### src/core_pkg.sv
`default_nettype none

package core_pkg;

    ////////////////////////////////////////////////////////////
    // widths
    ////////////////////////////////////////////////////////////

    // data word, also the word-addressed pc
    localparam int DATA_W     = 32;
    // register selector for 32 registers
    localparam int REG_ADDR_W = 5;
    // i-format immediate, sign extended in decode
    localparam int IMM_W      = 17;

    ////////////////////////////////////////////////////////////
    // instruction encoding
    ////////////////////////////////////////////////////////////

    // 5-bit opcode in the top bits of every instruction
    typedef enum logic [4:0] {
        OP_ADD  = 5'd0,
        OP_SUB  = 5'd1,
        OP_AND  = 5'd2,
        OP_OR   = 5'd3,
        OP_XOR  = 5'd4,
        OP_ADDI = 5'd5,
        OP_BEQ  = 5'd8,
        OP_BNE  = 5'd9,
        OP_BLT  = 5'd10,
        OP_BGE  = 5'd11,
        OP_JMP  = 5'd12,
        OP_NOP  = 5'd31
    } opcode_e;

    // n in bit 1, z in bit 0
    typedef struct packed {
        logic n;
        logic z;
    } flags_t;

    // register-register view
    typedef struct packed {
        opcode_e                opcode;
        logic [REG_ADDR_W-1:0]  rd;
        logic [REG_ADDR_W-1:0]  rs1;
        logic [REG_ADDR_W-1:0]  rs2;
        logic [11:0]            unused;
    } instr_r_t;

    // immediate view, addi and branches
    typedef struct packed {
        opcode_e                opcode;
        logic [REG_ADDR_W-1:0]  rd;
        logic [REG_ADDR_W-1:0]  rs1;
        logic [IMM_W-1:0]       imm;
    } instr_i_t;

    // one 32-bit word, two decodings
    typedef union packed {
        instr_r_t r;
        instr_i_t i;
    } instr_u;

    ////////////////////////////////////////////////////////////
    // pipeline registers
    ////////////////////////////////////////////////////////////

    // fetch to decode
    typedef struct packed {
        logic               valid;
        logic [DATA_W-1:0]  pc;
        instr_u             instr;
    } fetch_t;

    // decode to execute
    typedef struct packed {
        logic                   valid;
        logic [DATA_W-1:0]      pc;
        opcode_e                op;
        logic [REG_ADDR_W-1:0]  rd;
        logic [REG_ADDR_W-1:0]  rs1;
        logic [REG_ADDR_W-1:0]  rs2;
        logic [DATA_W-1:0]      a_val;
        logic [DATA_W-1:0]      b_val;
        logic [DATA_W-1:0]      imm_ext;
        logic                   use_imm;
        logic                   wr_en;
    } decoded_t;

    // execute to writeback, also the retire record
    typedef struct packed {
        logic [DATA_W-1:0]      pc;
        logic [REG_ADDR_W-1:0]  rd;
        logic                   wr_en;
        logic [DATA_W-1:0]      data;
    } retire_t;

    // taken branch back to fetch
    typedef struct packed {
        logic               valid;
        logic [DATA_W-1:0]  target;
    } redirect_t;

endpackage

`default_nettype wire
### src/cpu_core.sv
`default_nettype none

module cpu_core
    import core_pkg::*;
#(
    parameter logic [DATA_W-1:0] RESET_PC = '0
) (
    input  logic              clk,
    input  logic              reset,
    input  instr_u            instr,
    input  logic              instr_valid,
    input  logic              retire_ready,
    output logic [DATA_W-1:0] fetch_pc,
    output logic              instr_ready,
    output retire_t           retire,
    output logic              retire_valid
);

    // stage registers
    fetch_t    fe;
    decoded_t  de;
    retire_t   ex;
    logic      ex_valid;
    // control between stages
    redirect_t redirect;
    logic      hold;
    logic      commit;

    ////////////////////////////////////////////////////////////
    // fetch
    ////////////////////////////////////////////////////////////

    instr_fetch #(
        .RESET_PC (RESET_PC)
    ) instr_fetch_i (
        .clk         (clk),
        .reset       (reset),
        .instr       (instr),
        .instr_valid (instr_valid),
        .hold        (hold),
        .redirect    (redirect),
        .fetch_pc    (fetch_pc),
        .instr_ready (instr_ready),
        .fe          (fe)
    );

    ////////////////////////////////////////////////////////////
    // decode, flushed by a taken branch
    ////////////////////////////////////////////////////////////

    instr_decode instr_decode_i (
        .clk    (clk),
        .reset  (reset),
        .fe     (fe),
        .hold   (hold),
        .flush  (redirect.valid),
        .wb     (retire),
        .commit (commit),
        .de     (de)
    );

    // execute
    alu_execute alu_execute_i (
        .clk      (clk),
        .reset    (reset),
        .de       (de),
        .hold     (hold),
        .redirect (redirect),
        .ex       (ex),
        .ex_valid (ex_valid)
    );

    // writeback and retire port
    retire_writeback retire_writeback_i (
        .clk          (clk),
        .reset        (reset),
        .ex           (ex),
        .ex_valid     (ex_valid),
        .retire_ready (retire_ready),
        .retire       (retire),
        .retire_valid (retire_valid),
        .hold         (hold),
        .commit       (commit)
    );

endmodule

`default_nettype wire

### src/retire_writeback.sv
`default_nettype none

module retire_writeback
    import core_pkg::*;
(
    input  logic    clk,
    input  logic    reset,
    input  retire_t ex,
    input  logic    ex_valid,
    input  logic    retire_ready,
    output retire_t retire,
    output logic    retire_valid,
    output logic    hold,
    output logic    commit
);

    ////////////////////////////////////////////////////////////
    // retire port
    ////////////////////////////////////////////////////////////

    // execute result goes out as the retire record
    assign retire       = ex;
    assign retire_valid = ex_valid;

    // record waiting, freeze every stage
    assign hold   = ex_valid && !retire_ready;
    // register write once, on the handshake
    assign commit = ex_valid && retire_ready;

    // a record not taken stays put until it is taken
    retire_stable: assert property (
        @(posedge clk) disable iff (reset)
        retire_valid && !retire_ready |=> retire_valid && $stable(retire)
    );

endmodule

`default_nettype wire

### src/alu_execute.sv
`default_nettype none

module alu_execute
    import core_pkg::*;
(
    input  logic      clk,
    input  logic      reset,
    input  decoded_t  de,
    input  logic      hold,
    output redirect_t redirect,
    output retire_t   ex,
    output logic      ex_valid
);

    flags_t            flags;
    logic [DATA_W-1:0] a_op;
    logic [DATA_W-1:0] b_fwd;
    logic [DATA_W-1:0] b_op;
    logic [DATA_W-1:0] result;
    logic              is_alu;
    logic              taken;

    ////////////////////////////////////////////////////////////
    // operand forwarding
    ////////////////////////////////////////////////////////////

    // older instruction still in writeback wins over the
    // value read in decode
    function automatic logic [DATA_W-1:0] forward(
        input logic [REG_ADDR_W-1:0] sel,
        input logic [DATA_W-1:0]     reg_val,
        input retire_t               ahead,
        input logic                  ahead_valid
    );
        if (ahead_valid && ahead.wr_en && ahead.rd != '0 && ahead.rd == sel) begin
            return ahead.data;
        end
        return reg_val;
    endfunction

    assign a_op  = forward(de.rs1, de.a_val, ex, ex_valid);
    assign b_fwd = forward(de.rs2, de.b_val, ex, ex_valid);
    // addi takes the immediate instead
    assign b_op  = de.use_imm ? de.imm_ext : b_fwd;

    ////////////////////////////////////////////////////////////
    // alu
    ////////////////////////////////////////////////////////////

    always_comb begin
        is_alu = 1'b1;
        result = '0;
        case (de.op)
            OP_ADD, OP_ADDI: result = a_op + b_op;
            OP_SUB:          result = a_op - b_op;
            OP_AND:          result = a_op & b_op;
            OP_OR:           result = a_op | b_op;
            OP_XOR:          result = a_op ^ b_op;
            // branches, jmp and nop leave data at zero
            default:         is_alu = 1'b0;
        endcase
    end

    ////////////////////////////////////////////////////////////
    // branch resolution
    ////////////////////////////////////////////////////////////

    // flags already hold the result of the instruction ahead
    always_comb begin
        case (de.op)
            OP_BEQ:  taken = flags.z;
            OP_BNE:  taken = !flags.z;
            OP_BLT:  taken = flags.n;
            OP_BGE:  taken = !flags.n;
            OP_JMP:  taken = 1'b1;
            default: taken = 1'b0;
        endcase
    end

    // target is relative to the next word
    assign redirect = '{valid:  de.valid && taken && !hold,
                        target: de.pc + DATA_W'(1) + de.imm_ext};

    ////////////////////////////////////////////////////////////
    // flags and execute/writeback register
    ////////////////////////////////////////////////////////////

    always_ff @(posedge clk) begin
        if (reset) begin
            flags    <= '0;
            ex_valid <= 1'b0;
        end else if (!hold) begin
            ex_valid <= de.valid;
            ex       <= '{pc: de.pc, rd: de.rd, wr_en: de.valid && de.wr_en, data: result};
            // alu ops update n and z, branches do not
            if (de.valid && is_alu) begin
                flags <= '{n: result[DATA_W-1], z: result == '0};
            end
        end
    end

    // only a real instruction can redirect
    redirect_from_valid: assert property (
        @(posedge clk) disable iff (reset)
        redirect.valid |-> de.valid
    );

    // the instruction behind a taken branch never reaches execute
    redirect_kills_next: assert property (
        @(posedge clk) disable iff (reset)
        redirect.valid |=> !de.valid
    );

endmodule

`default_nettype wire

### src/instr_decode.sv
`default_nettype none

module instr_decode
    import core_pkg::*;
(
    input  logic     clk,
    input  logic     reset,
    input  fetch_t   fe,
    input  logic     hold,
    input  logic     flush,
    input  retire_t  wb,
    input  logic     commit,
    output decoded_t de
);

    instr_u                ins;
    opcode_e               op;
    logic [REG_ADDR_W-1:0] rd_sel;
    logic [REG_ADDR_W-1:0] rs1_sel;
    logic [REG_ADDR_W-1:0] rs2_sel;
    logic [DATA_W-1:0]     rs1_val;
    logic [DATA_W-1:0]     rs2_val;
    logic [DATA_W-1:0]     imm_ext;
    logic                  use_imm;
    logic                  wr_en;

    assign ins = fe.instr;
    // opcode sits in the same bits in both views
    assign op  = ins.r.opcode;

    ////////////////////////////////////////////////////////////
    // field decode
    ////////////////////////////////////////////////////////////

    always_comb begin
        rd_sel  = '0;
        rs1_sel = '0;
        rs2_sel = '0;
        use_imm = 1'b0;
        wr_en   = 1'b0;
        case (op)
            OP_ADD, OP_SUB, OP_AND, OP_OR, OP_XOR: begin
                // r view, two register sources
                rd_sel  = ins.r.rd;
                rs1_sel = ins.r.rs1;
                rs2_sel = ins.r.rs2;
                wr_en   = fe.valid;
            end
            OP_ADDI: begin
                // i view, imm replaces rs2
                rd_sel  = ins.i.rd;
                rs1_sel = ins.i.rs1;
                use_imm = 1'b1;
                wr_en   = fe.valid;
            end
            // branches and jmp only need the offset
            // nop and unknown opcodes write nothing
            default: ;
        endcase
    end

    // offset or addend, sign extended to a word
    assign imm_ext = {{(DATA_W-IMM_W){ins.i.imm[IMM_W-1]}}, ins.i.imm};

    reg_file reg_file_i (
        .clk     (clk),
        .reset   (reset),
        .rs1     (rs1_sel),
        .rs2     (rs2_sel),
        .wb      (wb),
        .commit  (commit),
        .rs1_val (rs1_val),
        .rs2_val (rs2_val)
    );

    ////////////////////////////////////////////////////////////
    // decode/execute register
    ////////////////////////////////////////////////////////////

    always_ff @(posedge clk) begin
        if (reset) begin
            de.valid <= 1'b0;
            de.wr_en <= 1'b0;
        end else if (!hold) begin
            de <= '{valid: fe.valid, pc: fe.pc, op: op, rd: rd_sel,
                    rs1: rs1_sel, rs2: rs2_sel, a_val: rs1_val,
                    b_val: rs2_val, imm_ext: imm_ext,
                    use_imm: use_imm, wr_en: wr_en};
            // taken branch ahead, kill this one
            if (flush) begin
                de.valid <= 1'b0;
                de.wr_en <= 1'b0;
            end
        end
    end

endmodule

`default_nettype wire

### src/reg_file.sv
`default_nettype none

module reg_file
    import core_pkg::*;
(
    input  logic                  clk,
    input  logic                  reset,
    input  logic [REG_ADDR_W-1:0] rs1,
    input  logic [REG_ADDR_W-1:0] rs2,
    input  retire_t               wb,
    input  logic                  commit,
    output logic [DATA_W-1:0]     rs1_val,
    output logic [DATA_W-1:0]     rs2_val
);

    logic [DATA_W-1:0] regs [0:(1 << REG_ADDR_W)-1];

    // r0 is hard zero
    // writeback of this cycle bypasses the array
    function automatic logic [DATA_W-1:0] read_port(input logic [REG_ADDR_W-1:0] sel);
        if (sel == '0) begin
            return '0;
        end
        if (commit && wb.wr_en && wb.rd == sel) begin
            return wb.data;
        end
        return regs[sel];
    endfunction

    always_comb begin
        rs1_val = read_port(rs1);
        rs2_val = read_port(rs2);
    end

    // write only on a retire handshake
    always_ff @(posedge clk) begin
        if (reset) begin
            for (int i = 0; i < (1 << REG_ADDR_W); i++) begin
                regs[i] <= '0;
            end
        end else if (commit && wb.wr_en && wb.rd != '0) begin
            regs[wb.rd] <= wb.data;
        end
    end

endmodule

`default_nettype wire

### src/instr_fetch.sv
`default_nettype none

module instr_fetch
    import core_pkg::*;
#(
    parameter logic [DATA_W-1:0] RESET_PC = '0
) (
    input  logic              clk,
    input  logic              reset,
    input  instr_u            instr,
    input  logic              instr_valid,
    input  logic              hold,
    input  redirect_t         redirect,
    output logic [DATA_W-1:0] fetch_pc,
    output logic              instr_ready,
    output fetch_t            fe
);

    logic accept;

    ////////////////////////////////////////////////////////////
    // instruction port handshake
    ////////////////////////////////////////////////////////////

    // no new instruction while frozen or while redirecting
    assign instr_ready = !hold && !redirect.valid;
    assign accept      = instr_valid && instr_ready;

    ////////////////////////////////////////////////////////////
    // pc and fetch/decode register
    ////////////////////////////////////////////////////////////

    always_ff @(posedge clk) begin
        if (reset) begin
            fetch_pc <= RESET_PC;
            fe.valid <= 1'b0;
        end else if (redirect.valid) begin
            // taken branch, restart at target
            fetch_pc <= redirect.target;
            // younger instruction in decode is dropped
            fe.valid <= 1'b0;
        end else if (!hold) begin
            // gap on the port becomes a bubble
            fe.valid <= accept;
            if (accept) begin
                // word-addressed, one step per instruction
                fetch_pc <= fetch_pc + DATA_W'(1);
                fe.pc    <= fetch_pc;
                fe.instr <= instr;
            end
        end
    end

    // frozen pipeline keeps the fetch address
    pc_held: assert property (
        @(posedge clk) disable iff (reset)
        hold && !redirect.valid |=> $stable(fetch_pc)
    );

endmodule

`default_nettype wire

### config.mk
export PLATFORM = sky130hd
export DESIGN_NAME = cpu_core
export DESIGN_NICKNAME = d
export VERILOG_FILES = /design/src/core_pkg.sv /design/src/cpu_core.sv /design/src/retire_writeback.sv /design/src/alu_execute.sv /design/src/instr_decode.sv /design/src/reg_file.sv /design/src/instr_fetch.sv
export SDC_FILE = /design/constraint.sdc
export NUM_CORES = 2
export LEC_CHECK = 0
export BUFFER_PORTS_ARGS = -buffer_cell sky130_fd_sc_hd__buf_2
export CORE_MARGIN = 4
export CORE_UTILIZATION = 45
export CTS_CLUSTER_DIAMETER = 120
export DETAILED_ROUTE_END_ITERATION = 6
export MAX_ROUTING_LAYER = met4
export PLACE_DENSITY = 0.6
export SLEW_MARGIN = 40
export SYNTH_ARGS = -nofsm -noshare
export SYNTH_HDL_FRONTEND = slang
export SYNTH_SLANG_ARGS = --single-unit
### constraint.sdc
create_clock -name clk -period 12.9 [get_ports clk]
set_input_delay 0 -clock clk [delete_from_list [all_inputs] [get_ports clk]]
set_output_delay 0 -clock clk [all_outputs]
set_load 0.03 [all_outputs]
; ---- Yosys cells after proc, flatten, opt, wreduce, memory -nomap -nowiden
; Memory sizes are Yosys's and may differ from the RTL's.
; Index checks and enable logic that the tools add are counted.
[totals]
register_bits = 306
latchBits = 0
ramBits = 1024
romBits = 0
input_bits = 36
output_inout_bits = 104
memories = 1
[op_classes]
addsub = 5
mul = 0
n_div = 0
magnitude_cmp = 0
n_eq_ne = 20
n_shift = 0
muxes = 41
bitwise_logic = 6
reduce_logical = 38
[memory_table]
columns = name, depth, word_bits, rd, rd_clocked_by_memory_dff, wr, line
row1 = instr_decode_i.reg_file_i.regs, 32, 32, 2, 0, 32, reg_file.sv:16  ; logic [DATA_W-1:0] regs [0:(1 << REG_ADDR_W)-1];
[op_table]
columns = op, count
row1 = $mux 32, 17
row2 = $pmux 32 s5, 1
row3 = $add 32x1->32 const B, 2
row4 = $add 32x32->32, 2
row5 = $and 32x32->32, 1
row6 = $logic_not 32->1, 1
row7 = $or 32x32->32, 1
row8 = $reduce_or 32->1, 1
row9 = $sub 32x32->32, 1
row10 = $xor 32x32->32, 1
row11 = $eq 5x4->1 const B, 5
row12 = $eq 5x2->1 const B, 4
row13 = $eq 5x3->1 const B, 4
row14 = $eq 5x5->1, 4
row15 = $logic_not 5->1, 4
row16 = $mux 1, 19
row17 = $logic_and 1x1->1, 16
row18 = $mux 5, 3
row19 = $reduce_or 6->1, 2
row20 = $eq 5x1->1 const B, 2
row21 = $reduce_and 2->1, 3
row22 = $logic_not 1->1, 5
row23 = $pmux 1 s5, 1
row24 = $reduce_bool 5->1, 1
row25 = 6 further kinds, 9

; ---- Longest topological paths before layout
[logic_depth]
word_depth = 10
mapped_depth = 26
ltp_nobuf = 24

; ---- By module
; Synthesis repeated with hierarchy kept, for this count alone.
[hier_totals]
hier_cells = 5384
area_unflattened_um2 = 72933.7
[by_module_without_submodules]
columns = mod, instances, cells_each, area_each_um2, seq_area_each_um2
row1 = reg_file, 1, 3710, 54682.4, 30749.5
row2 = alu_execute, 1, 1123, 9505.4, 2162.1
row3 = instr_decode, 1, 180, 4396.7, 4063.9
row4 = instr_fetch, 1, 298, 3799.9, 2582.5
row5 = retire_writeback, 1, 73, 549.3, 0.0

; ---- Worst setup path after synthesis
; Ideal clock, no wire load.
[synth_timing]
path_kind = register -> register
from = register alu_execute_i.ex_valid
to = register, netlist name alu_execute_i.ex[0]
setup_time_ns = 0.773
t_arrival_ns = 9.236
required_time_ns = 12.127
slack_ns = 2.891
path_stages_with_launch = 4
path_buffers = 1
path_cell_list = dfxtp_1 -> nor2b_1 -> clkbuf_1 -> nor2_1
[synth_via]
elab_chain_len = 3
[synth_rtl]
columns = element, line
row1 = "start, declared", alu_execute.sv:12  ; output logic ex_valid
row2 = "start signal, assigned", alu_execute.sv:93  ; ex_valid <= de.valid;
row3 = $logic_and 1x1->1, retire_writeback.sv:26  ; assign hold = ex_valid && !retire_ready;
row4 = $not 1->1 (no source line), -
row5 = $reduce_and 2->1 (no source line), -
; No other way between the ends.
; A chain may end at the register's enable or synchronous reset.

; ---- Final worst setup path
[layout_timing]
from = register, netlist name alu_execute_i.ex[35]
to = register alu_execute_i.flags[0] (netlist name)
[layout_via]
elab_chain_len = 9
elab_cells_between_ends = 18
classes_between = add/sub (2) / eq/ne (2) / mux (6) / bitwise (3) / reduce/logical (5)
[layout_rtl]
columns = element, line
row1 = $reduce_bool 5->1, alu_execute.sv:35  ; if (ahead_valid && ahead.wr_en && ahead.rd != '0 && ahead.rd == sel) begin
row2 = $logic_and 1x1->1 (2 in series), alu_execute.sv:35
row3 = $mux 1, alu_execute.sv:35
row4 = $mux 32, alu_execute.sv:38  ; return reg_val;
row5 = $mux 32, alu_execute.sv:44  ; assign b_op = de.use_imm ? de.imm_ext : b_fwd;
row6 = "$sub 32x32->32, or another cell as far along", alu_execute.sv:55  ; OP_SUB: result = a_op - b_op;
row7 = $pmux 32 s5 *, alu_execute.sv:53  ; case (de.op)
row8 = $logic_not 32->1 *, alu_execute.sv:97  ; flags <= '{n: result[DATA_W-1], z: result == '0};
row9 = "end signal, assigned", alu_execute.sv:97
row10 = "end, declared", alu_execute.sv:15  ; flags_t flags;
; Every way passes the cells marked *; elsewhere a longest branch is shown, timed or not.

==> results.cfg <==
[route]
drt-total-wl_um = 287000
drc = 0
dr_total_vias = 57600
dr.pass1.iters = 6
antenna_left = 0
routed_via_density = 6.57
drt_iter0_drc = 8729
routedWlPerCell_um = 32.7

[power_and_ir_drop]
p_leak_nw = 29.8
powerDensity_nw_per_um2 = 128
p_total_mw = 10.6
peakVddDrop_uv = 144

[clock_tree]
numCtsBuffers = 152
cts_root_buf = clkbuf_16
cts_max_path_buffers = 3
clk_pin_slew_ns = 0.06
cts_setup_buffers = 0
cts.sinks = 1330
cts.htree.levels = 4
cts_resized = 0
cts_tree = built
cts_hold_buffers = 68
clk-insertion-delay-late_ns = 0.84

[grt]
grt_overflow_total = 0
grt.met3_usage = 0.0760
grt_pass1_vias = 54700
grtUsageTotal = 0.332
grt_max_degree = 130
antenna_found_initial = 20
met1_usage = 0.453
top_usage_layer = met2
met2_usage = 0.471
grt_pass1_wl_um = 406000

[sta]
worst_slack_ns = 5.64
finClkSkew_ns = 0.0516
fmax_ghz = 0.138
maxSlewViolCount = 0
final_hold_viol_count = 0
rsz0062_at_grt = false
worstMarginPinSlew_ns = 0.984
finalSetupTns_ns = 0
hold_slack_ns = 0.218
min_period_ns = 7.26
min_period_over_period = 0.563
relSlewSlack = 0.344
setup_violations = 0

[worst_setup_path]
worstRegToRegCells = 24
cp-end-kind = register
cp_data_arrival_time_ns = 7.98
crit_path_max_incr_delay_ns = 0.76
crit_path_cell_trace = or3_1 > o311ai_4 > buf_4 > nor2_2 > mux2_2 > a2111oi_1 > nand2_1 > nor3_2 > nand2_1 > nor2_1 > nor2_1 > xnor2_1 > ha_1 > a21oi_1 > nor2b_1 > o31a_1 > a31o_2 > nor3_1 > o21bai_1 > a21oi_1 > xnor2_1 > a2111oi_0 > nand4b_1 > o21ai_1
crit_path_top_delay_cell = a2111oi_1
required_ns = 13.62
cp_max_fo = 24
critical_path_class = reg2reg
cp-start-kind = register

[finish]
multi_input_area_um2 = 32300
layout-drive-gt1-share = 0.145
fill_cells = 14200
fin_area_um2 = 82900
seqCellArea_um2 = 39600
utilization = 0.508
layoutNonFillerInstCount = 8775
num-nets-final = 6636
area_delta_synth_final_pct = 11.6

[worst_hold_path]
hp-class = in2reg
hold_depth = 3

[die]
die-area_um2 = 172000
num_io_pins = 140
coreArea_um2 = 163000
initial_utilization = 0.455
die_x_um = 414
rows = 148
die_h_um = 414

[place]
portBuffers = 139
place.detailed.hpwl_um = 174000
gp_congestion = 0.940
dpl_cell_area_um2 = 77400
dpl.cell_count = 8421
dp_slack_ns = 5.86

[flow_run]
cap_viol_max_count = 0

[logic_synthesis]
ys.flop_type = edfxtp_1
ys_seq_area_frac = 0.533
netlist_area_um2 = 74300
ys_warn_count = 0
netlist_instances = 6503
synth_edf_count = 1292
synthArstFlopShare = 0
synth.avg_cell_area_um2 = 11.4
synth-seq-cells = 1330
synth_cell_type_count = 97

[status]
status = completed
power breakdown:
part | total [mW] | switching, mW | internal, mW
registers | 5.02 | 0.105 | 4.92
logic | 1.35 | 0.951 | 0.396
clock network | 4.25 | 1.83 | 2.42
area by class of cell:
type | instances | area share
Antenna cell | 13 | 0.000392
Clock buffer | 192 | 0.0492
Clock inverter | 80 | 0.00862
Inverter | 99 | 0.00466
Multi-Input combinational cell | 4472 | 0.390
Sequential cell | 1330 | 0.477
Tap cell | 2175 | 0.0328
Timing Repair Buffer | 414 | 0.0371
worst max-delay path, delay by kind of cell, from the launching register on:
kind                       cells  cell delay [ns]
xor gates and xnor gates       2             0.24
DFF                            1             0.67
adders and majority gates      1             0.37
muxes                          1             0.41
and+or+nand+nor               10             2.56
AOI/OAI and AO/OA              9             2.68
buffers and inverters          1             0.23
path summary, 6_finish.rpt:
kind                                                startpoint                                endpoint  slack (ns)
worst min-delay path                                     reset  instr_fetch_i.fetch_pc[7]$_SDFFE_PP0P_        0.22
worst min register to register  instr_fetch_i.fe[56]$_DFFE_PP_        instr_decode_i.de[142]$_DFFE_PP_        0.41
worst max register to register  alu_execute_i.ex[35]$_DFFE_PP_     alu_execute_i.flags[0]$_SDFFE_PP0P_        5.64
worst max-delay path            alu_execute_i.ex[35]$_DFFE_PP_     alu_execute_i.flags[0]$_SDFFE_PP0P_        5.64
per-layer routing:
layer,part of all wire,vias to the layer above
li1,-,24300
met4,0.052,0
met1,0.40,28800
met3,0.11,743
met2,0.43,3771
met5,0,-
state kept, by name (all words and copies together) (netlist names):
register,cells
instr_fetch_i.fe,65
instr_fetch_i.fetch_pc,32
alu_execute_i.ex_valid,1
instr_decode_i.reg_file_i.regs,1024
alu_execute_i.flags,2
instr_decode_i.de,136
alu_execute_i.ex,70
cells by family (layout without fill, tap and decap cells):
group / Yosys count / count (layout) / share of synthesized area
simple gates: 1755 / 1755 / 0.132
compound gates: 1601 / 1601 / 0.141
flops: 1330 / 1330 / 0.533
mux: 835 / 835 / 0.120
buf+inv: 732 / 785 / 0.0382
fa+ha+maj: 131 / 131 / 0.0223
xor+xnor: 118 / 118 / 0.0140
other cells: 1 / 45 / 0.0000505
Yosys cell counts (7+ instances only):
master,count,area share
and2_1,936,0.079
o221ai_1,195,0.023
o211ai_1,10,0.0010
nor2b_1,49,0.0041
buf_2,25,0.0017
nor4_1,12,0.0010
inv_1,91,0.0046
or2_2,33,0.0028
ha_1,129,0.022
a221oi_1,76,0.0090
a31o_2,15,0.0018
o32ai_1,12,0.0014
buf_1,68,0.0034
edfxtp_1,1292,0.52
a2111oi_0,7,0.00083
mux4_2,19,0.0058
a22oi_1,55,0.0056
nand3_1,101,0.0068
o21ai_0,409,0.028
nand2b_1,16,0.0013
clkbuf_1,527,0.027
a222oi_1,14,0.0019
a22o_1,34,0.0040
nand3b_1,8,0.00081
a21o_1,29,0.0029
and3_1,12,0.0010
xnor2_1,81,0.0096
a21oi_1,409,0.028
a31oi_1,79,0.0067
nor3_1,130,0.0088
o22ai_1,22,0.0019
xor2_1,36,0.0042
nand2_1,102,0.0052
nor2_1,292,0.015
a211oi_1,102,0.010
dfxtp_1,38,0.010
mux2_2,242,0.037
o21bai_1,16,0.0016
or3_1,9,0.00076
mux2i_1,574,0.077
a311oi_1,50,0.0059
o21a_1,14,0.0014
inv_2,7,0.00035
nand4_1,22,0.0019
placed cells by master, fill, tap and decap left out, types with 68 or more instances in the layout:
cell type | netlist | final
a31oi_1 | 79 | 79
a211oi_1 | 102 | 101
nor2_1 | 292 | 251
mux2_2 | 242 | 242
edfxtp_1 | 1292 | 1292
inv_1 | 91 | 90
dlygate4sd3_1 | 0 | 68
mux2i_1 | 574 | 574
clkbuf_16 | 0 | 156
a21oi_1 | 409 | 408
nand2_1 | 102 | 98
and2_1 | 936 | 933
a221oi_1 | 76 | 75
ha_1 | 129 | 129
nor3_1 | 130 | 128
buf_4 | 3 | 187
o21ai_0 | 409 | 408
nand3_1 | 101 | 98
o221ai_1 | 195 | 195
xnor2_1 | 81 | 81
buf_2 | 25 | 144
Note: power is estimated with default switching activity, not from simulation.
